File: config.mk
export PLATFORM = sky130hd
export DESIGN_NAME = spi_bus_arbiter
export DESIGN_NICKNAME = d
export VERILOG_FILES = /design/src/hw/spi_bus_arbiter.sv
export SDC_FILE = /design/constraint.sdc
export NUM_CORES = 1
export LEC_CHECK = 0
export ABC_AREA = 1
export BUFFER_PORTS_ARGS = -buffer_cell sky130_fd_sc_hd__buf_4
export CORE_AREA = 2 2 39 41
export CTS_CLUSTER_DIAMETER = 200
export DETAILED_ROUTE_END_ITERATION = 6
export DIE_AREA = 0 0 41 43
export PLACE_DENSITY = 0.34
export RECOVER_POWER = 50
export SETUP_SLACK_MARGIN = 0.2
export SYNTH_ARGS = -nofsm -noshare
export SYNTH_HDL_FRONTEND = slang
export SYNTH_SLANG_ARGS = --single-unit
File: constraint.sdc
create_clock -name clk -period 1.3 [get_ports clk]
set_input_delay 0.26 -clock clk [delete_from_list [all_inputs] [get_ports clk]]
set_output_delay 0.26 -clock clk [all_outputs]
set_load 0.01 [all_outputs]
File: src/hw/spi_bus_arbiter.sv
`timescale 1ns/1ps
`default_nettype none

module spi_bus_arbiter (
  input  logic clk,
  input  logic reset,
  input  logic ss_n,
  input  logic sck,
  input  logic mosi,
  output logic miso,
  input  logic alt_ss_n,
  input  logic alt_sck,
  input  logic alt_mosi,
  output logic alt_miso,
  output logic mem_ss_n,
  output logic mem_sck,
  output logic mem_mosi,
  input  logic mem_miso
);

  // Owner encoding, one bit per bus.
  localparam logic [1:0] OWN_NONE = 2'b00;
  localparam logic [1:0] OWN_PRI  = 2'b01;
  localparam logic [1:0] OWN_ALT  = 2'b10;

  logic [1:0] owner;

  // Primary bus wins a tie, the owner keeps it until its select rises.
  always_ff @(posedge clk) begin
    if (reset) begin
      owner <= OWN_NONE;
    end else begin
      case (owner)
        OWN_PRI: if (ss_n) owner <= OWN_NONE;
        OWN_ALT: if (alt_ss_n) owner <= OWN_NONE;
        default: begin
          if (!ss_n) owner <= OWN_PRI;
          else if (!alt_ss_n) owner <= OWN_ALT;
        end
      endcase
    end
  end

  // Owner lines to the slave. Select held high with no owner.
  assign mem_ss_n = owner[0] ? ss_n : (owner[1] ? alt_ss_n : 1'b1);
  assign mem_sck  = owner[0] ? sck  : (owner[1] ? alt_sck  : 1'b0);
  assign mem_mosi = owner[0] ? mosi : (owner[1] ? alt_mosi : 1'b0);

  // Only the owner hears the slave.
  assign miso     = owner[0] & mem_miso;
  assign alt_miso = owner[1] & mem_miso;

endmodule

`default_nettype wire

==> summary.txt <==
Status - completed
Core Rows - 14
Initial antenna violation count - 0
Cell depth of the worst hold path - 2
Reg2Reg Launch Point - owner[0]$_SDFFE_PP0P_
Via-to-Cell Ratio - 3.95
Sequential-to-total area share from yosys stat - 20.5%
Syn Nets - 40
Routability cong. - 0.654
Final wirelength - 592 µm
Synth top area share - 20.5%
Initial Util - 14.1%
Cells after Synth - 29
CP max-delay cell - dfxtp_4
Leakage - 0.204 nW
Syn_area_per_cell - 6.73 µm²
Worst Hold End - owner[0]$_SDFFE_PP0P_
Cell Pwr Density - 1270 nW/µm²
First DRT Iteration DRCs - 2
Count of pins over their slew limit - 0
Setup Skew - 6.10 ps
Num CTS Buffers - 3
Cell count of the worst reg-to-reg path - 6
Clk sinks - 2
Antenna Nets Post-Route - 0
Total GRT Usage - 8.51%
Sw Ratio - 34.0%
Cell Int Power - 328 µW
P_sw - 169 µW
Reg-to-reg critical path endpoint - owner[0]$_SDFFE_PP0P_
CTS max path bufs - 2
Actual slew at the worst max-slew pin - 160 ps
GRT Max-Usage Layer - met2
YS warnings - 0
VDD IR max - 0.000523 V
Worst-Skew Late Latency - 220 ps
Register share of total power - 19.0%
CTS tree - yes
Total grt overflow - 0
Clk root buf - clkbuf_4
Crit Path Class - flip-flop to output pin
I/O Buffers - 13
First-pass GRT wire length - 993 µm
RSZ-0062 raised after global routing - yes
Critical Path AT - 960 ps
Core box area - 1380 µm²
Rel. slew slack - 89.3%
Worst path top cell family by delay - flip-flops
Register name with the most flops - owner
Final period util - 93.7%
Post-layout net count - 61
Vias in the first global route - 230
# DRC - 0
Element type at the critical path end - output pin
Filler cells - 154
Slowest stage delay, CP - 380 ps
Crit. Startpoint - owner[0]$_SDFFE_PP0P_
Largest net degree at the start of global routing - 7
Final setup fails - 0
Critical path required time - 1040 ps
Met3 usage - 4.71%
WL per Instance - 9.11 µm
Synth area leaders - dfxtp_1, inv_1, ha_1
GRT met1 Usage - 9.87%
Flops & latches, synth - 2
Combinational power share - 50.4%
Die area - 1760 µm²
Cell taking the most area after synthesis - dfxtp_1
# IOs - 14
CP Launch Type - flip-flop
Setup TNS - 0 ps
Crit path max fanout - 6
Pwr Total - 497 µW
Dpl hpwl - 431 µm
Met2 Use GR - 13.1%
Area growth syn-to-layout - 100%
ANT cells - 0
Die Ht - 43 µm
Largest register FFs - 2
Worst Min Path Start - reset
Worst min path class - input pin to flip-flop
Fmax achieved - 821 MHz
Max_cap viols - 0
Final hold vios - 0
Drt pass-1 iters - 3
Mapped cell area - 195 µm²
Clk pin slew, worst setup/hold paths - 40 ps
DR vias - 257
Die width - 41 µm
CP cell instances - nor2_4 -> a22o_1 -> buf_6
Min Tclk post-route - 1220 ps
Largest regs - owner (2)
Share of cells above drive strength 1 - 57.1%
CP bufs+invs - 1
H-Tree Level Count - 1
Clock share of power - 30.6%
R2R setup slack - 140 ps
Synth cell types - 14
==> worst register-to-register path: stages (launching register included) <==
cell and delay (ps):
dfxtp_4 360, buf_4 150, ha_1 210, nand2_2 80
nand3_1 110, nand2_1 100, a21oi_2 50
==> logic make-up (layout without fill, tap and decap cells) <==
logic type	count (synthesis)	count (layout)	synth area share, %
compound gates	5	5	19.9
buf+inv	8	28	15.4
fa+ha+maj	2	2	12.8
flops	2	2	20.5
simple gates	12	12	31.4
==> layout make-up <==
| cell class | instances | area, µm² | share of cell area (%) |
|---|---|---|---|
| Inverter | 8 | 30.0 | 7.69 |
| Tap cell | 16 | 20.0 | 5.13 |
| Multi-Input combinational cell | 19 | 141 | 36.2 |
| Sequential cell | 2 | 45.0 | 11.5 |
| Timing Repair Buffer | 16 | 128 | 32.7 |
| Clock buffer | 4 | 26.3 | 6.73 |
==> power by group through the flow <==
| stage | Combinational (mW) | Clock, mW | Sequential (mW) |
|---|---|---|---|
| after global placement | 0.183 | 0 | 0.0971 |
| after floorplan | 0.114 | 0 | 0.0911 |
| after detailed placement | 0.186 | 0 | 0.0973 |
| final | 0.250 | 0.152 | 0.0942 |
| after global routing | 0.288 | 0.170 | 0.0966 |
| after CTS | 0.250 | 0.162 | 0.0941 |
==> cell usage after synthesis <==
master	n
inv_1	7
nand2_1	6
a22o_1	2
dfxtp_1	2
ha_1	2
nand3_1	2
a21oi_1	1
a21oi_2	1
a22oi_1	1
inv_2	1
nand2_2	1
nand3_2	1
nand4_1	1
nor2_2	1
==> cells in the final DEF (no fill, tap or decap) <==
cell type and count:
inv_1 6, a21oi_2 2, nand4_1 1, inv_2 2
a22o_1 2, buf_6 2, nand2_2 1, buf_4 14
ha_1 1, dfxtp_4 1, clkbuf_4 3, nand2_1 6
dfxtp_2 1, nor2_4 1, a22oi_1 1, clkbuf_1 1
nand3_1 3, ha_4 1
==> metrics by stage <==
stage               worst slack, ps  instances  hold slack, ps  util [%]  area [µm²]
floorplan                       212         29             313         -         199
global placement                156         58             416      22.9         317
detailed placement              137         58             423      22.9         317
CTS                            61.9         65             180      28.3         392
global route                   17.9         65             188      28.2         390
finish                         81.8         65             188      28.2         390
==> routing by layer <==
| metal | vias to the layer above | routed length [µm] | share of wire, % |
|---|---|---|---|
| met5 | - | 0 | 0 |
| met4 | 0 | 0 | 0 |
| met3 | 0 | 44 | 7.4 |
| met2 | 8 | 305 | 52 |
| met1 | 115 | 241 | 41 |
| li1 | 134 | - | - |
==> repair_timing <==
action | 4_1_cts | 5_1_grt
endpoints found under the setup margin | 5 | 7
gates resized for setup | 6 | 1
pin swaps | 5 | 3
buffers inserted | 3 | 0
gates cloned | 0 | 0
hold buffers | 0 | 0
==> how the worst max path moves through the flow <==
stage	depth (start not counted)	slack (ps)	to
after global routing	3	20	mem_mosi
final	3	80	mem_mosi
after detailed placement	6	140	owner[0]$_SDFFE_PP0P_
after global placement	6	160	owner[0]$_SDFFE_PP0P_
after floorplan	6	210	owner[0]$_SDFFE_PP0P_
after CTS	3	60	mem_mosi
(Power assumes the default switching activity.)
