$ cat config.mk
export PLATFORM = sky130hd
export DESIGN_NAME = spi_memory_slave
export DESIGN_NICKNAME = d
export VERILOG_FILES = /design/src/hw/cube_pkg.sv /design/src/hw/spi_memory_slave.sv
export SDC_FILE = /design/constraint.sdc
export NUM_CORES = 1
export LEC_CHECK = 0
export ABC_AREA = 1
export BUFFER_PORTS_ARGS = -buffer_cell sky130_fd_sc_hd__buf_2
export CORE_ASPECT_RATIO = 1.1
export CORE_UTILIZATION = 35
export DETAILED_ROUTE_END_ITERATION = 6
export SYNTH_ARGS = -nofsm -noshare
export SYNTH_HDL_FRONTEND = slang
export SYNTH_SLANG_ARGS = --single-unit
export TNS_END_PERCENT = 20
$ cat constraint.sdc
create_clock -name clk -period 4.12 [get_ports clk]
set_input_delay 0.412 -clock clk [delete_from_list [all_inputs] [get_ports clk]]
set_output_delay 0.412 -clock clk [all_outputs]
set_load 0.01 [all_outputs]
$ cat src/hw/cube_pkg.sv
`default_nettype none

package cube_pkg;

  //////////////////////////////////////////////////////////////////////
  // Data and address widths.
  //////////////////////////////////////////////////////////////////////

  // One host byte.
  localparam int BYTE_W = 8;
  // One VRAM word, two byte lanes.
  localparam int WORD_W = 16;

  typedef logic [BYTE_W-1:0] byte_t;
  typedef logic [WORD_W-1:0] word_t;

  // Host side byte address.
  typedef logic [15:0] byte_addr_t;
  // VRAM word address, top bit stays clear.
  typedef logic [15:0] vram_addr_t;
  // Byte enables, bit 0 is the low lane.
  typedef logic [1:0]  be_t;

  // Command byte bit that selects a write transaction.
  localparam int SPI_CMD_WRITE = 7;

endpackage

`default_nettype wire

$ cat src/hw/spi_memory_slave.sv
`timescale 1ns/1ps
`default_nettype none

module spi_memory_slave
  import cube_pkg::*;
#(
  parameter int SCK_SYNC_STAGES = 2
) (
  input  logic       clk,
  input  logic       reset,
  input  logic       ss_n,
  input  logic       sck,
  input  logic       mosi,
  output logic       miso,
  output logic       wr_stb,
  output logic       rd_stb,
  output byte_addr_t byte_addr,
  output byte_t      wr_data,
  input  logic       rd_valid,
  input  byte_t      rd_data
);

  // Frame phases, one per byte type.
  typedef enum logic [1:0] {PH_CMD, PH_ADDR_HI, PH_ADDR_LO, PH_DATA} phase_t;

  logic [SCK_SYNC_STAGES-1:0] sck_sync;
  logic [SCK_SYNC_STAGES-1:0] ss_sync;
  logic [SCK_SYNC_STAGES-1:0] mosi_sync;
  logic                       sck_prev;
  logic                       sck_s;
  logic                       ss_s;
  logic                       mosi_s;
  logic                       sck_rise;
  logic                       sck_fall;
  logic                       byte_done;
  phase_t                     phase;
  logic [2:0]                 bit_cnt;
  logic                       is_write;
  byte_t                      shift_in;
  byte_t                      rx_byte;
  byte_t                      tx_shift;

  //////////////////////////////////////////////////////////////////////
  // Pin synchronizers and SCK edge detection.
  //////////////////////////////////////////////////////////////////////

  // Pins enter at bit 0 and leave at the top bit.
  always_ff @(posedge clk) begin
    if (reset) begin
      sck_sync  <= '0;
      ss_sync   <= '1;
      mosi_sync <= '0;
      sck_prev  <= 1'b0;
    end else begin
      sck_sync  <= (sck_sync << 1) | SCK_SYNC_STAGES'(sck);
      ss_sync   <= (ss_sync << 1) | SCK_SYNC_STAGES'(ss_n);
      mosi_sync <= (mosi_sync << 1) | SCK_SYNC_STAGES'(mosi);
      sck_prev  <= sck_s;
    end
  end

  assign sck_s    = sck_sync[SCK_SYNC_STAGES-1];
  assign ss_s     = ss_sync[SCK_SYNC_STAGES-1];
  assign mosi_s   = mosi_sync[SCK_SYNC_STAGES-1];
  assign sck_rise = sck_s & ~sck_prev;
  assign sck_fall = ~sck_s & sck_prev;

  // Byte with the current MOSI bit appended.
  assign rx_byte   = {shift_in[BYTE_W-2:0], mosi_s};
  // Eighth rising edge of a byte.
  assign byte_done = sck_rise && (bit_cnt == 3'd7);

  // MSB first out of the transmit shifter.
  assign miso = tx_shift[BYTE_W-1];

  //////////////////////////////////////////////////////////////////////
  // Frame decoder.
  //////////////////////////////////////////////////////////////////////

  always_ff @(posedge clk) begin
    if (reset) begin
      phase    <= PH_CMD;
      bit_cnt  <= '0;
      is_write <= 1'b0;
      wr_stb   <= 1'b0;
      rd_stb   <= 1'b0;
      tx_shift <= '0;
    end else begin
      wr_stb <= 1'b0;
      rd_stb <= 1'b0;
      if (ss_s) begin
        // Deselected, wait for the next command byte.
        phase    <= PH_CMD;
        bit_cnt  <= '0;
        tx_shift <= '0;
      end else begin
        if (sck_rise) bit_cnt <= bit_cnt + 3'd1;
        if (byte_done) begin
          case (phase)
            PH_CMD: begin
              is_write <= rx_byte[SPI_CMD_WRITE];
              phase    <= PH_ADDR_HI;
            end
            PH_ADDR_HI: phase <= PH_ADDR_LO;
            PH_ADDR_LO: begin
              // Prefetch the first read byte.
              phase  <= PH_DATA;
              rd_stb <= ~is_write;
            end
            default: begin
              wr_stb <= is_write;
              rd_stb <= ~is_write;
            end
          endcase
        end
        // The fall after a byte boundary keeps the new MSB in place.
        if (sck_fall && (bit_cnt != 3'd0)) tx_shift <= {tx_shift[BYTE_W-2:0], 1'b0};
        if (rd_valid) tx_shift <= rd_data;
      end
    end
  end

  // Receive shifter, address and write byte.
  always_ff @(posedge clk) begin
    if (sck_rise) shift_in <= rx_byte;
    // Address steps once each strobe has gone out.
    if (wr_stb || rd_stb) byte_addr <= byte_addr + 16'd1;
    if (byte_done) begin
      if (phase == PH_ADDR_HI) byte_addr <= {rx_byte, byte_addr[7:0]};
      if (phase == PH_ADDR_LO) byte_addr <= {byte_addr[15:8], rx_byte};
      wr_data <= rx_byte;
    end
  end

endmodule

`default_nettype wire

==> results.md <==
* Status: finished clean
* Antenna cell count at 0
* Crit end category: flip-flop
* Dpl hpwl at 4200 µm
* Setup bufs post-CTS at 0
* Synth top area share at 34.6%
* Clk slew on worst S/H paths at 0.10 ns
* Synth cell types at 36
* Area Growth Syn to Fin at 14.6%
* Worst reg2reg path depth at 7
* Final WL at 5450 µm
* DRC errors left at 0
* Max-cap violation count at 0
* Row cnt at 33
* GRT Overall Usage at 14.8%
* Layout Nets at 374
* First-pass GRT wire length at 9200 µm
* Htree depth at 2
* Crit path time final at 1.68 ns
* Largest family of logic cells by synthesized area: simple AND/OR/NAND/NOR gates
* IO Count at 41
* # resized after CTS at 0
* Synth area leader: edfxtp_1
* Syn_area_per_cell at 8.76 µm²
* Vias in the first global route at 1,948
* Initial DRC count at 71
* Final Cycle Share at 40.7%
* Die Wd at 85.6 µm
* Via density at 4.74
* Critical Path AT at 1.86 ns
* Max Freq at 596 MHz
* Post-Syn Instances at 307
* Largest stage delay, worst path at 0.42 ns
* Leak at 0.00132 µW
* Relative slew slack at 69.6%
* Insertion delay to the later sink of the worst-skew pair at 0.31 ns
* RSZ-0062 raised after global routing: no
* Post-synthesis compound-gate area fraction at 8.61%
* CP max-delay cell: dfxtp_1
* Initial core utilization at 36.2%
* Asr flop ratio synth at 0%
* P per Cell Area at 295 nW/µm²
* Adder-Cell Fraction of Synth Area at 4.19%
* Worst Setup Path Type: flip-flop to flip-flop
* Hold Path Depth at 2
* Max VDD drop at 0.274 mV
* GRT overflow at 0
* Routed len/inst at 12.4 µm
* Clk root buf: clkbuf_8
* CP dominant cell by count: inv_1
* Drt pass-1 iters at 4
* Clock Skew at 0.0142 ns
* WHS at 0.280 ns
* CP required at 4.30 ns
* Sequential-to-total area share from yosys stat at 51.7%
* Die area at 8040 µm²
* Post-synth top flop: edfxtp_1
* TritonCTS clock tree: yes
* Max FO, Critical Path at 9
* Initial antenna violation count at 0
* Top cells by area, synth: edfxtp_1 35%, dfxtp_1 17%, nand2_1 10%
* Synthesis Warnings at 0
* Post-synthesis register bit count at 54
* Hold Crit Class: input port to flip-flop
* Clk buf depth at 2
* Fin. max-slew vios at 0
* Cell Chain, Critical Path: inv_1 > ha_1 > o21ai_4 > clkinv_4 > o21ai_1 > nand2_1 > inv_1
* Final Hold Viols at 0
* Pin count of the biggest net entering global routing at 20
* Post-route antenna net violation count at 0
* RePlAce Congestion at 0.806
* Setup TNS at 0 ns
* Most frequent cells in the layout: 73 x nand2_1, 41 x inv_1, 40 x buf_2
* Die H at 93.9 µm
* Vias at 2,080
* Final setup vio count at 0
* XOR/XNOR Fraction of Synth Area at 1.30%
* Synthesized Nets at 330
* Post-synthesis mux area share at 0.372%
* Layout cells sized above 1 at 19.6%
* Startpoint types: flip-flop
* Post-Syn Area at 2690 µm²
* # hold bufs at CTS at 0
* Most common cell after layout, fill and taps aside: nand2_1
* Simple-gate share of the synthesized area at 26.1%
* Number of synthesized flops with an enable pin at 31
* Count of input and output buffers at 40
* Core outline area at 7430 µm²
* Worst slew pin tran at 0.455 ns
* CTS Sinks at 54
* CTS buffer count at 5
[metrics by stage]
stage	worst slack, ns	instances	power [µW]	util [%]	area [µm²]
6_report	2.44	439	908	41.4	3080
5_1_grt	2.27	439	944	41.4	3080
4_1_cts	2.43	439	919	41.4	3080
3_5_place_dp	2.44	431	611	40.1	2980
3_3_place_gp	2.47	431	611	40.1	2980
2_1_floorplan	2.62	307	601	-	2690
[registers in the layout, indices dropped and copies added, names as in the netlist]
register / cells
wr_data: 8
phase: 2
rd_stb: 1
sck_sync: 2
ss_sync: 2
shift_in: 7
mosi_sync: 2
is_write: 1
bit_cnt: 3
wr_stb: 1
byte_addr: 16
tx_shift: 8
sck_prev: 1
[path summary, 6_finish.rpt]
kind,from,slack [ns],endpoint
setup / recovery,phase[0],2.44,byte_addr[8]
setup reg to reg,phase[0],2.44,byte_addr[8]
hold / removal,ss_n,0.28,ss_sync[0]
hold reg to reg,mosi_sync[0],0.41,mosi_sync[1]
[routing by layer]
layer | vias up | global-route usage (%) | share of wire, %
met5 | - | 0 | 0
met4 | 0 | 5.69 | 2.1
met3 | 10 | 2.55 | 2.8
met2 | 36 | 24.6 | 48
met1 | 950 | 19.2 | 48
li1 | 1084 | - | -
[critical path: cells and delay by family, from the launching register on]
kind / cells / cell delay, ns
buffers and inverters: 3 / 0.27
adder cells (fa/ha/maj): 1 / 0.36
AO/OA/AOI/OAI: 2 / 0.42
AND/OR/NAND/NOR: 1 / 0.08
flip-flops: 1 / 0.42
[where the power goes]
group	total (µW)	internal [µW]	switching, µW
registers	575	571	4.31
logic	23.3	9.61	13.7
clock network	310	126	184
total	908	707	202
[synth_stat cells, types with 2 or more instances]
cell / instances
nand3_1: 25
buf_2: 3
o22ai_1: 4
xor2_1: 2
nand2_2: 2
nor2_1: 26
nand4_1: 3
inv_4: 2
o21a_1: 3
inv_2: 2
a21oi_1: 17
o21ai_0: 14
nor3_1: 3
inv_1: 41
or2_2: 2
xnor2_1: 2
nor2_4: 3
edfxtp_1: 31
nor2_2: 3
nand2_1: 73
ha_1: 9
dfxtp_1: 23
[logic make-up (layout without fill, tap and decap cells)]
| group | after synthesis | after routing |
|---|---|---|
| muxes | 1 | 1 |
| and+or+nand+nor | 148 | 148 |
| DFF | 54 | 54 |
| AOI/OAI and AO/OA | 41 | 41 |
| buffers and inverters | 50 | 95 |
| xor gates and xnor gates | 4 | 4 |
| adders and majority gates | 9 | 9 |
[area by class of cell]
cell class	instances	area [µm²]
fillers	785	4350
multi-input cells	203	1090
flip-flops and latches	54	1390
well taps	87	109
clock buffers	5	68.8
repair buffers	40	200
inverters	47	191
clock inverters	3	28.8
(Power assumes the default switching activity.)
