### src/hw/cube_pkg.sv
`default_nettype none

package cube_pkg;

  //////////////////////////////////////////////////////////////////////
  // Data and address widths.
  //////////////////////////////////////////////////////////////////////

  // One host byte.
  localparam int BYTE_W = 8;
  // One VRAM word, two byte lanes.
  localparam int WORD_W = 16;

  typedef logic [BYTE_W-1:0] byte_t;
  typedef logic [WORD_W-1:0] word_t;

  // Host side byte address.
  typedef logic [15:0] byte_addr_t;
  // VRAM word address, top bit stays clear.
  typedef logic [15:0] vram_addr_t;
  // Byte enables, bit 0 is the low lane.
  typedef logic [1:0]  be_t;

  // Command byte bit that selects a write transaction.
  localparam int SPI_CMD_WRITE = 7;

endpackage

`default_nettype wire

### src/hw/vram_access_ctrl.sv
`timescale 1ns/1ps
`default_nettype none

module vram_access_ctrl
  import cube_pkg::*;
#(
  parameter int VRAM_WAIT_CYCLES = 2
) (
  input  logic       clk,
  input  logic       reset,
  input  logic       wr_stb,
  input  logic       rd_stb,
  input  byte_addr_t byte_addr,
  input  byte_t      wr_data,
  output logic       rd_valid,
  output byte_t      rd_data,
  output logic       vram_en,
  output logic       vram_rd,
  output logic       vram_wr,
  output be_t        vram_be,
  output vram_addr_t vram_addr,
  output word_t      vram_wdata,
  input  word_t      vram_rdata
);

  // Wide enough to count up to the last wait cycle.
  localparam int CNT_W = $clog2(VRAM_WAIT_CYCLES + 1);

  typedef enum logic [1:0] {ST_IDLE, ST_ACCESS, ST_CAPTURE, ST_RECOVER} state_t;

  state_t           state;
  logic [CNT_W-1:0] wait_cnt;
  logic             is_read;
  byte_addr_t       addr_q;
  byte_t            data_q;
  logic             access;

  //////////////////////////////////////////////////////////////////////
  // Access sequencer.
  //////////////////////////////////////////////////////////////////////

  // Strobes outside idle are dropped.
  always_ff @(posedge clk) begin
    if (reset) begin
      state    <= ST_IDLE;
      wait_cnt <= '0;
      rd_valid <= 1'b0;
    end else begin
      rd_valid <= 1'b0;
      case (state)
        ST_IDLE: begin
          wait_cnt <= '0;
          if (wr_stb || rd_stb) state <= ST_ACCESS;
        end
        ST_ACCESS: begin
          // Controls held for the full wait count.
          wait_cnt <= wait_cnt + 1'b1;
          if (wait_cnt == CNT_W'(VRAM_WAIT_CYCLES - 1)) state <= ST_CAPTURE;
        end
        // Port takes its last data sample here.
        ST_CAPTURE: state <= ST_RECOVER;
        default: begin
          rd_valid <= is_read;
          state    <= ST_IDLE;
        end
      endcase
    end
  end

  // Request latch, loaded only when a new access starts.
  always_ff @(posedge clk) begin
    if ((state == ST_IDLE) && (wr_stb || rd_stb)) begin
      is_read <= rd_stb;
      addr_q  <= byte_addr;
      data_q  <= wr_data;
    end
    // Lane picked by the low address bit.
    if (state == ST_RECOVER) begin
      rd_data <= addr_q[0] ? vram_rdata[WORD_W-1:BYTE_W] : vram_rdata[BYTE_W-1:0];
    end
  end

  //////////////////////////////////////////////////////////////////////
  // VRAM control levels.
  //////////////////////////////////////////////////////////////////////

  assign access  = (state == ST_ACCESS);
  assign vram_en = access;
  assign vram_rd = access & is_read;
  assign vram_wr = access & ~is_read;

  // One-hot lane enable, high lane for odd bytes.
  assign vram_be = access ? (addr_q[0] ? 2'b10 : 2'b01) : 2'b00;

  // Byte address down to word address.
  assign vram_addr = {1'b0, addr_q[15:1]};

  // Same byte on both lanes, the enable picks one.
  assign vram_wdata = {data_q, data_q};

endmodule

`default_nettype wire

### config.mk
export PLATFORM = sky130hd
export DESIGN_NAME = vram_access_ctrl
export DESIGN_NICKNAME = d
export VERILOG_FILES = /design/src/hw/cube_pkg.sv /design/src/hw/vram_access_ctrl.sv
export SDC_FILE = /design/constraint.sdc
export NUM_CORES = 1
export LEC_CHECK = 0
export CORE_ASPECT_RATIO = 2
export CORE_MARGIN = 10
export CORE_UTILIZATION = 45
export DETAILED_ROUTE_END_ITERATION = 8
export DONT_BUFFER_PORTS = 1
export PLACE_DENSITY = 0.57
export SLEW_MARGIN = 20
export SYNTH_ARGS = -nofsm -noshare
export SYNTH_HDL_FRONTEND = slang
export SYNTH_SLANG_ARGS = --single-unit
### constraint.sdc
create_clock -name clk -period 2.8 [get_ports clk]
set_input_delay 0.56 -clock clk [delete_from_list [all_inputs] [get_ports clk]]
set_output_delay 0.56 -clock clk [all_outputs]
set_load 0.005 [all_outputs]
==> impl_metrics.yaml, run 1 <==
status:
  status: "finished clean"
cts:
  cts_buffers: 5
  clk-insertion-delay-late_ns: 0.28
  root_buffer: "clkbuf_8"
  tritoncts: "built"
  clk_transition_reported_paths_ns: 0.07
  clkSinkCount: 38
  cts_resized: 0
  htreeDepth: 2
  cts_max_path_buffers: 2
  cts_setup_buffers: 0
  cts_hold_buf: 0
placement:
  dp_hpwl_mm: 2.60
  io_buffers: 0
  place_ws_ns: 1.25
  gp_congestion: 0.584
synth:
  async_reset_ff_share_pct: 0
  synth-simple-area-share_pct: 5.64
  synth_compound_area_share_pct: 4.04
  synth_top_family_by_area: "buffers and inverters"
  synthFlopType: "edfxtp_1"
  yosysSeqAreaShare_pct: 66.5
  syn-instance-count: 105
  yosys.area_share.adder_pct: 5.34
  synth_xor_area_share_pct: 0
  yosys-top-cells-area: "edfxtp_1, buf_4, dfxtp_1"
  ys_types: 21
  synthMuxAreaShare_pct: 6.10
  syn_nets: 156
  synth_area_leader_cell: "edfxtp_1"
  synth_edf_count: 33
  ys_seq_elements: 38
  yosysWarnings: 0
  synth_top_area_share_pct: 60.4
  avgSynthCellArea_um2: 15.6
  syn_area_um2: 1640
sta:
  fin_ws_ns: 0.957
  clock.fmax_mhz: 543
  setup-tns-final_ns: 0
  fin_crit_sh_pct: 65.8
  fin_skew_ns: 0.00565
  min_period_ns: 1.84
  final-hold-violation-count: 0
  finalSetupViolCount: 0
  rsz0062_at_grt: "false"
  drv_slew: 0
floorplan:
  rows: 31
  start_util_pct: 46.0
  dieHeight_um: 105
  die_w_um: 62.7
  die_area_um2: 6610
  pin_count: 90
  core_area_um2: 3570
setup_path:
  endpoint_kind: "primary output"
  critPathArrivalTime_ns: 1.28
  critPathRequiredTime_ns: 2.24
  start_kind: "flop"
  critPathMaxFanout: 8
  path_class: "flop to primary output"
  r2r_start: "state[0]"
  crit_start: "state[0]"
routing:
  drc: 0
  routedWlPerCell_um: 22.7
  top_layer: "met5"
  wl_met2_mm: 1.83
  dr.pass1.iters: 4
  wl_met3_um: 309
  viasPerCell: 5.15
  drt.antenna.violating_nets: 0
  vias: 711
  finalWirelength_mm: 3.13
  m1WireLength_um: 932
  drtIter0Drc: 11
final_layout:
  fillers: 343
  nNetsFinal: 139
  register_area_um2: 1090
  synthToLayoutAreaGrowth_pct: -2.13
  n_antenna_cell: 0
  multi_input_area_um2: 350
  drive_above_1_share_pct: 21.3
global_route:
  antenna_found_initial: 1
  grt_pass1_wl_mm: 4.55
  grt_pass1_vias: 821
  track_usage_pct: 9.34
  grt_max_degree: 26
  grt_overflow: 0
pwr:
  p_leak_nw: 0.568
  powerDensity_nw_per_um2: 1010
  peakVddDrop_v: 0.000510
min_path:
  min_from: "reset"
  min_path_type: "input port to flop"
run:
  timing.max_cap.violations: 0
[area by class of cell]
type,count,area share (%)
clock buffers,6,4.52
clock inverters,2,0.545
inverters,4,0.935
multi-input cells,38,21.8
flip-flops and latches,38,67.9
well taps,49,3.82
repair buffers,1,0.467
[path summary, 6_finish.rpt]
| kind | end | slack [ns] | depth (start not counted) |
|---|---|---|---|
| worst max-delay path | vram_be[0] | 0.96 | 2 |
| worst min-delay path | wait_cnt[0] | 0.35 | 1 |
| worst max register to register | data_q[7] | 1.29 | 4 |
| worst min register to register | wait_cnt[0] | 0.53 | 2 |
[state kept, by name (all words and copies together), names as in the netlist]
signal	cells
state	2
is_read	1
addr_q	16
data_q	8
wait_cnt	2
rd_data	8
rd_valid	1
[where the power goes]
part	internal [W]	switching [W]	leakage, nW
Combinational	0.000136	0.000194	0.168
Clock	0.000171	0.000169	0.0426
Sequential	0.000832	0.000121	0.357
Total	0.00114	0.000484	0.568
[kinds of logic (layout without fill, tap and decap cells)]
group / count (synthesis) / count (layout)
DFF: 38 / 38
and+or+nand+nor: 14 / 14
muxes: 9 / 9
buffers and inverters: 29 / 13
other: 1 / 1
adders and majority gates: 7 / 7
AOI/OAI and AO/OA: 7 / 7
[cell usage after synthesis (all sizes together), types with 2 or more instances]
master	number
edfxtp	33
buf	25
mux2	8
ha	7
dfxtp	5
nor2b	5
inv	4
nor2	4
and2	2
o21ai	2
o41ai	2
[placed cells by master, fill, tap and decap left out, types with 2 or more instances in the layout]
master / count
o21ai_1: 2
dfxtp_1: 5
and2_1: 2
nor2_1: 4
nor2b_1: 4
ha_1: 7
clkbuf_8: 5
o41ai_2: 2
mux2_2: 8
inv_1: 4
edfxtp_1: 33
[through the flow]
step                      utilization, %  power (W)  cells  hold WS, ns  instance area, µm²
after floorplan                        -    0.00133    105        0.487                1640
after CTS                           45.0    0.00166    138        0.336                1610
after global routing                45.0    0.00173    138        0.336                1610
after global placement              42.7    0.00130    130        0.528                1530
final                               45.0    0.00162    138        0.346                1610
after detailed placement            42.7    0.00131    130        0.528                1530
[metal layers]
layer  GRT usage, %  up-vias
met5              0        -
met4           4.82        2
met3           6.15        7
met2           17.3       42
met1           6.89      351
li1               -      309
[worst max-delay path: stages (launching register included)]
cell     delay (ns)
dfxtp_1        0.43
ha_1           0.35
nor2b_1        0.22
(Power assumes the default switching activity.)
==> run 2, diff against run 1 <==
ABC_AREA = 1   (was not set)
PLACE_DENSITY = 0.59   (was 0.57)
clock period = 1.67 ns   (was 2.8 ns; I/O delays follow)
==> run 2 against run 1 <==
First-iteration DRC count is 9.1% lower. Critical path depth is 2 higher. Sequential power is 64% higher. Critical path type unchanged. Clock skew is 0.0018 ns lower. Highest routed layer unchanged. Global-route usage is 0.43 points higher. Synthesized cell count is 10% higher. Final cell count is 8.0% higher. Core utilization is 0.63 points higher.
==> impl_metrics.yaml, run 2 <==
setup_path:
  endpoint_kind: "primary output"
  crit_start: "state[1]"
  critical_path.endpoint: "vram_wr"
  reg2reg_depth: 5
  r2r-end: "addr_q[12]"
  start_kind: "flop"
  path_buf_inv: 2
  critPathRequiredTime_ns: 1.34
  crit_chain: "inv_1 > ha_2 > inv_2 > nor2_1"
  critPathSlowestCell: "dfxtp_1"
  cp.depth: 4
  critPathMaxFanout: 5
  r2r_start: "state[0]"
  r2r_setup_slack_ns: 0.25
  critPathArrivalTime_ns: 1.20
  path_class: "flop to primary output"
  path_delay_family: "flip-flops"
  slowest_delay_ns: 0.34
global_route:
  grt_max_degree: 26
  grt_pass1_vias: 840
  antenna_found_initial: 1
  grtUsageMet2_pct: 17.2
  grt_busiest_layer: "met2"
  grt_pass1_wl_mm: 4.84
  grt_overflow: 0
  met1_usage_pct: 8.10
  met3_usage_pct: 6.47
  track_usage_pct: 9.78
sta:
  fin_skew_ns: 0.00384
  tightest_slew_ns: 0.522
  min_period_ns: 1.53
  final-hold-violation-count: 0
  clock.fmax_mhz: 652
  fin_crit_sh_pct: 91.8
  slew_headroom_pct: 65.2
  holdWs_ns: 0.100
  setup-tns-final_ns: 0
  rsz0062_at_grt: "false"
  finalSetupViolCount: 0
  drv_slew: 0
routing:
  viasPerCell: 4.81
  finalWirelength_mm: 3.18
  dr.pass1.iters: 2
  vias: 716
  routedWlPerCell_um: 21.3
  drc: 0
  drtIter0Drc: 10
  drt.antenna.violating_nets: 0
pwr:
  p_leak_nw: 0.624
  powerDensity_nw_per_um2: 1720
  peakVddDrop_v: 0.00129
  total_power_w: 0.00281
final_layout:
  synthToLayoutAreaGrowth_pct: -0.913
  largestRegisters: "addr_q (16), data_q (8), rd_data (8)"
  stdcell_area_um2: 1630
  largest-register: "addr_q"
  finish.utilization_pct: 45.7
  mostFrequentLayoutCells: "edfxtp_1, nor2_1, nand2_1, mux2_4, inv_1"
  nNetsFinal: 150
  largest_reg_flops: 16
  drive_above_1_share_pct: 20.0
  final_common_cell: "edfxtp_1"
  n_antenna_cell: 0
placement:
  io_buffers: 0
  gp_congestion: 0.644
  dp_hpwl_mm: 2.61
  placed_area_um2: 1540
cts:
  cts_buffers: 5
  cts_hold_buf: 0
  root_buffer: "clkbuf_8"
  clk-insertion-delay-late_ns: 0.28
  cts_max_path_buffers: 2
  clkSinkCount: 38
  htreeDepth: 2
  clk_transition_reported_paths_ns: 0.08
  tritoncts: "built"
  cts_setup_buffers: 0
synth:
  yosys.area_share.adder_pct: 5.33
  synth_top_area_share_pct: 60.3
  avgSynthCellArea_um2: 14.2
  synth_edf_count: 33
  ys_seq_elements: 38
  yosys-top-cells-area: "edfxtp_1, buf_4, mux2_4"
  synthFlopType: "edfxtp_1"
  syn_area_um2: 1640
  yosysMostFrequentCell: "edfxtp_1"
  syn_nets: 167
  yosysWarnings: 0
  yosysSeqAreaShare_pct: 66.4
  synth-simple-area-share_pct: 6.24
  yosys-top-cells-count: "edfxtp_1, buf_4, nor2_1"
  synth_top_family_by_area: "buffers and inverters"
  synth_area_leader_cell: "edfxtp_1"
  ys_types: 16
  async_reset_ff_share_pct: 0
  syn-instance-count: 116
  synth_xor_area_share_pct: 0
  synth_compound_area_share_pct: 0.837
  synthMuxAreaShare_pct: 7.31
floorplan:
  start_util_pct: 46.1
  die_area_um2: 6620
  rows: 31
  dieHeight_um: 105
  pin_count: 90
  die_w_um: 62.7
  core_area_um2: 3570
min_path:
  min_path_type: "input port to flop"
  min_from: "reset"
status:
  status: "finished clean"
run:
  timing.max_cap.violations: 0
## run 2: changes by cell type after synthesis, sizes merged, moves of 2 or more
cell	delta
a21oi	+2
and2	-2
inv	+5
nand2	+10
nor2	+9
nor2b	-5
o21ai	-2
o41ai	-2
## run 2: where the power goes
part	total (W)	internal [W]	switching, W
Sequential	0.00156	0.00137	0.000190
Combinational	0.000647	0.000258	0.000389
Clock	0.000604	0.000286	0.000318
## run 2: metal layers
layer  share of wire (%)  routed length [µm]  vias to the layer above
li1                    -                   -                      326
met3                  11                 344                        8
met2                  56                1780                       43
met1                  30                 964                      337
met4                 2.0                  65                        2
met5                0.63                  20                        -
## run 2: worst register-to-register path, stage by stage (launching register included)
cell	delay, ns
dfxtp_1	0.36
inv_1	0.12
ha_1	0.24
inv_1	0.09
nor2_4	0.13
buf_12	0.18
## run 2: repair_timing
action | CTS | global route
setup endpoints to repair | 0 | 2
gates resized for setup | 0 | 1
endpoints found under the hold margin | 0 | 0
## run 2: through the flow
stage / instances / setup WS [ns]
after floorplan: 116 / 0.146
after global placement: 141 / 0.301
after detailed placement: 141 / 0.248
after CTS: 149 / 0.0408
after global routing: 149 / 0.0111
final: 149 / 0.137
## run 2: area by class of cell
type                       count  area [µm²]
sequential                    38        1090
inverter                       9        33.8
timing repair buffer           1        20.0
fill                         345        1940
clock inverter                 3        16.3
tap                           49        61.3
clock buffer                   5        68.8
multi-input combinational     44         338
## run 2: worst min-delay path by stage
stage             endpoint  slack, ns  cells after the start
2_1_floorplan  wait_cnt[1]       0.40                      1
3_3_place_gp   wait_cnt[1]       0.40                      1
3_5_place_dp   wait_cnt[1]       0.40                      1
4_1_cts        wait_cnt[1]       0.09                      1
5_1_grt        wait_cnt[1]       0.09                      1
6_report       wait_cnt[1]       0.10                      1
## run 2: cells by family after synthesis
logic type / count (synthesis)
mux: 8
compound gates: 2
simple gates: 26
buf+inv: 34
flops: 38
other cells: 1
fa+ha+maj: 7
==> run 3, diff against run 2 <==
ABC_AREA = not set   (was 1)
==> run 3 against run 2 <==
Total power grew 9.0%. Sequential share of layout area is 1.8 points lower. Final cell count fell by 7.4%. Critical path type unchanged. Highest routed layer is now met4.
==> impl_metrics.yaml, run 3 (same netlist as run 1, synthesis figures left out) <==
setup_path:
  endpoint_kind: "primary output"
  path_class: "flop to primary output"
  critPathSlowestCell: "dfxtp_1"
  critPathArrivalTime_ns: 1.21
  r2r_setup_slack_ns: 0.26
  path_delay_family: "flip-flops"
  critPathMaxFanout: 8
  slowest_delay_ns: 0.43
  start_kind: "flop"
  path_buf_inv: 0
  crit_chain: "ha_2 > nor2b_1"
  critPathRequiredTime_ns: 1.34
final_layout:
  fillers: 329
  largestRegisters: "addr_q (16), data_q (8), rd_data (8)"
  final_common_cell: "edfxtp_1"
  n_antenna_cell: 0
  largest_reg_flops: 16
  drive_above_1_share_pct: 23.6
  mostFrequentLayoutCells: "edfxtp_1, mux2_2, ha_1, clkbuf_8, dfxtp_1"
  largest-register: "addr_q"
  stdcell_area_um2: 1670
  synthToLayoutAreaGrowth_pct: 1.91
  nNetsFinal: 139
floorplan:
  dieHeight_um: 105
  die_area_um2: 6610
  core_area_um2: 3570
  start_util_pct: 46.0
  pin_count: 90
  rows: 31
  die_w_um: 62.7
sta:
  rsz0062_at_grt: "false"
  drv_slew: 0
  final-hold-violation-count: 0
  fin_crit_sh_pct: 92.2
  fin_ws_ns: 0.131
  fin_skew_ns: 0.00257
  holdWs_ns: 0.121
  min_period_ns: 1.54
  clock.fmax_mhz: 650
  setup-tns-final_ns: 0
  finalSetupViolCount: 0
cts:
  clk_transition_reported_paths_ns: 0.07
  cts_buffers: 5
  clk-insertion-delay-late_ns: 0.27
  htreeDepth: 2
  root_buffer: "clkbuf_8"
  cts_setup_buffers: 0
  cts_max_path_buffers: 2
  tritoncts: "built"
  clkSinkCount: 38
routing:
  drt.antenna.violating_nets: 0
  finalWirelength_mm: 2.98
  drtIter0Drc: 4
  routedWlPerCell_um: 21.6
  dr.pass1.iters: 2
  viasPerCell: 4.89
  vias: 675
  drc: 0
global_route:
  grt_pass1_vias: 797
  grt_overflow: 0
  antenna_found_initial: 0
  grt_max_degree: 26
  track_usage_pct: 8.89
  grt_pass1_wl_mm: 4.39
pwr:
  peakVddDrop_v: 0.00115
  total_power_w: 0.00306
  powerDensity_nw_per_um2: 1830
  p_leak_nw: 0.594
min_path:
  min_path_type: "input port to flop"
placement:
  place_ws_ns: 0.266
  gp_congestion: 0.612
  io_buffers: 0
  dp_hpwl_mm: 2.51
  placed_area_um2: 1540
status:
  status: "finished clean"
run:
  timing.max_cap.violations: 0
==> run 3: worst paths after layout <==
check | startpoint | endpoint | cells after the start
min reg2reg | wait_cnt[0] | wait_cnt[0] | 2
min | reset | wait_cnt[1] | 1
max reg2reg | state[0] | addr_q[10] | 4
max | state[0] | vram_be[0] | 2
==> run 3: worst register-to-register path, delay by kind of cell, from the launching register on <==
family,cells,cell delay [ns]
buf+inv,2,0.30
fa+ha+maj,1,0.25
compound gates,1,0.21
flops,1,0.37
==> run 3: where the power goes <==
part           switching [W]  internal (W)  total (W)
logic               0.000331      0.000265   0.000597
registers           0.000202       0.00139    0.00159
clock network       0.000282      0.000590   0.000872
==> run 3: what timing repair did <==
| action | in CTS | in global routing |
|---|---|---|
| endpoints found under the setup margin | 0 | 2 |
| hold buffers | 0 | 0 |
| resized for setup | 0 | 1 |
==> run 3: area by class of cell <==
type / instances / area, µm² / area share [%]
timing repair buffer: 1 / 20.0 / 1.20
inverter: 4 / 15.0 / 0.898
multi-input combinational: 38 / 353 / 21.1
tap: 49 / 61.3 / 3.66
sequential: 38 / 1090 / 65.2
clock buffer: 5 / 68.8 / 4.11
clock inverter: 3 / 63.8 / 3.81
==> run 3: metal layers <==
| metal | track usage [%] | vias to the layer above | routed length, µm |
|---|---|---|---|
| met5 | 0 | - | 0 |
| met1 | 7.60 | 313 | 955 |
| li1 | - | 310 | - |
| met2 | 15.7 | 45 | 1670 |
| met3 | 4.56 | 7 | 254 |
| met4 | 5.63 | 0 | 97 |
==> run 3: metrics by stage <==
| step | util [%] | instances |
|---|---|---|
| CTS | 46.8 | 138 |
| global placement | 43.1 | 130 |
| finish | 46.9 | 138 |
| detailed placement | 43.1 | 130 |
| floorplan | - | 105 |
| global route | 46.9 | 138 |
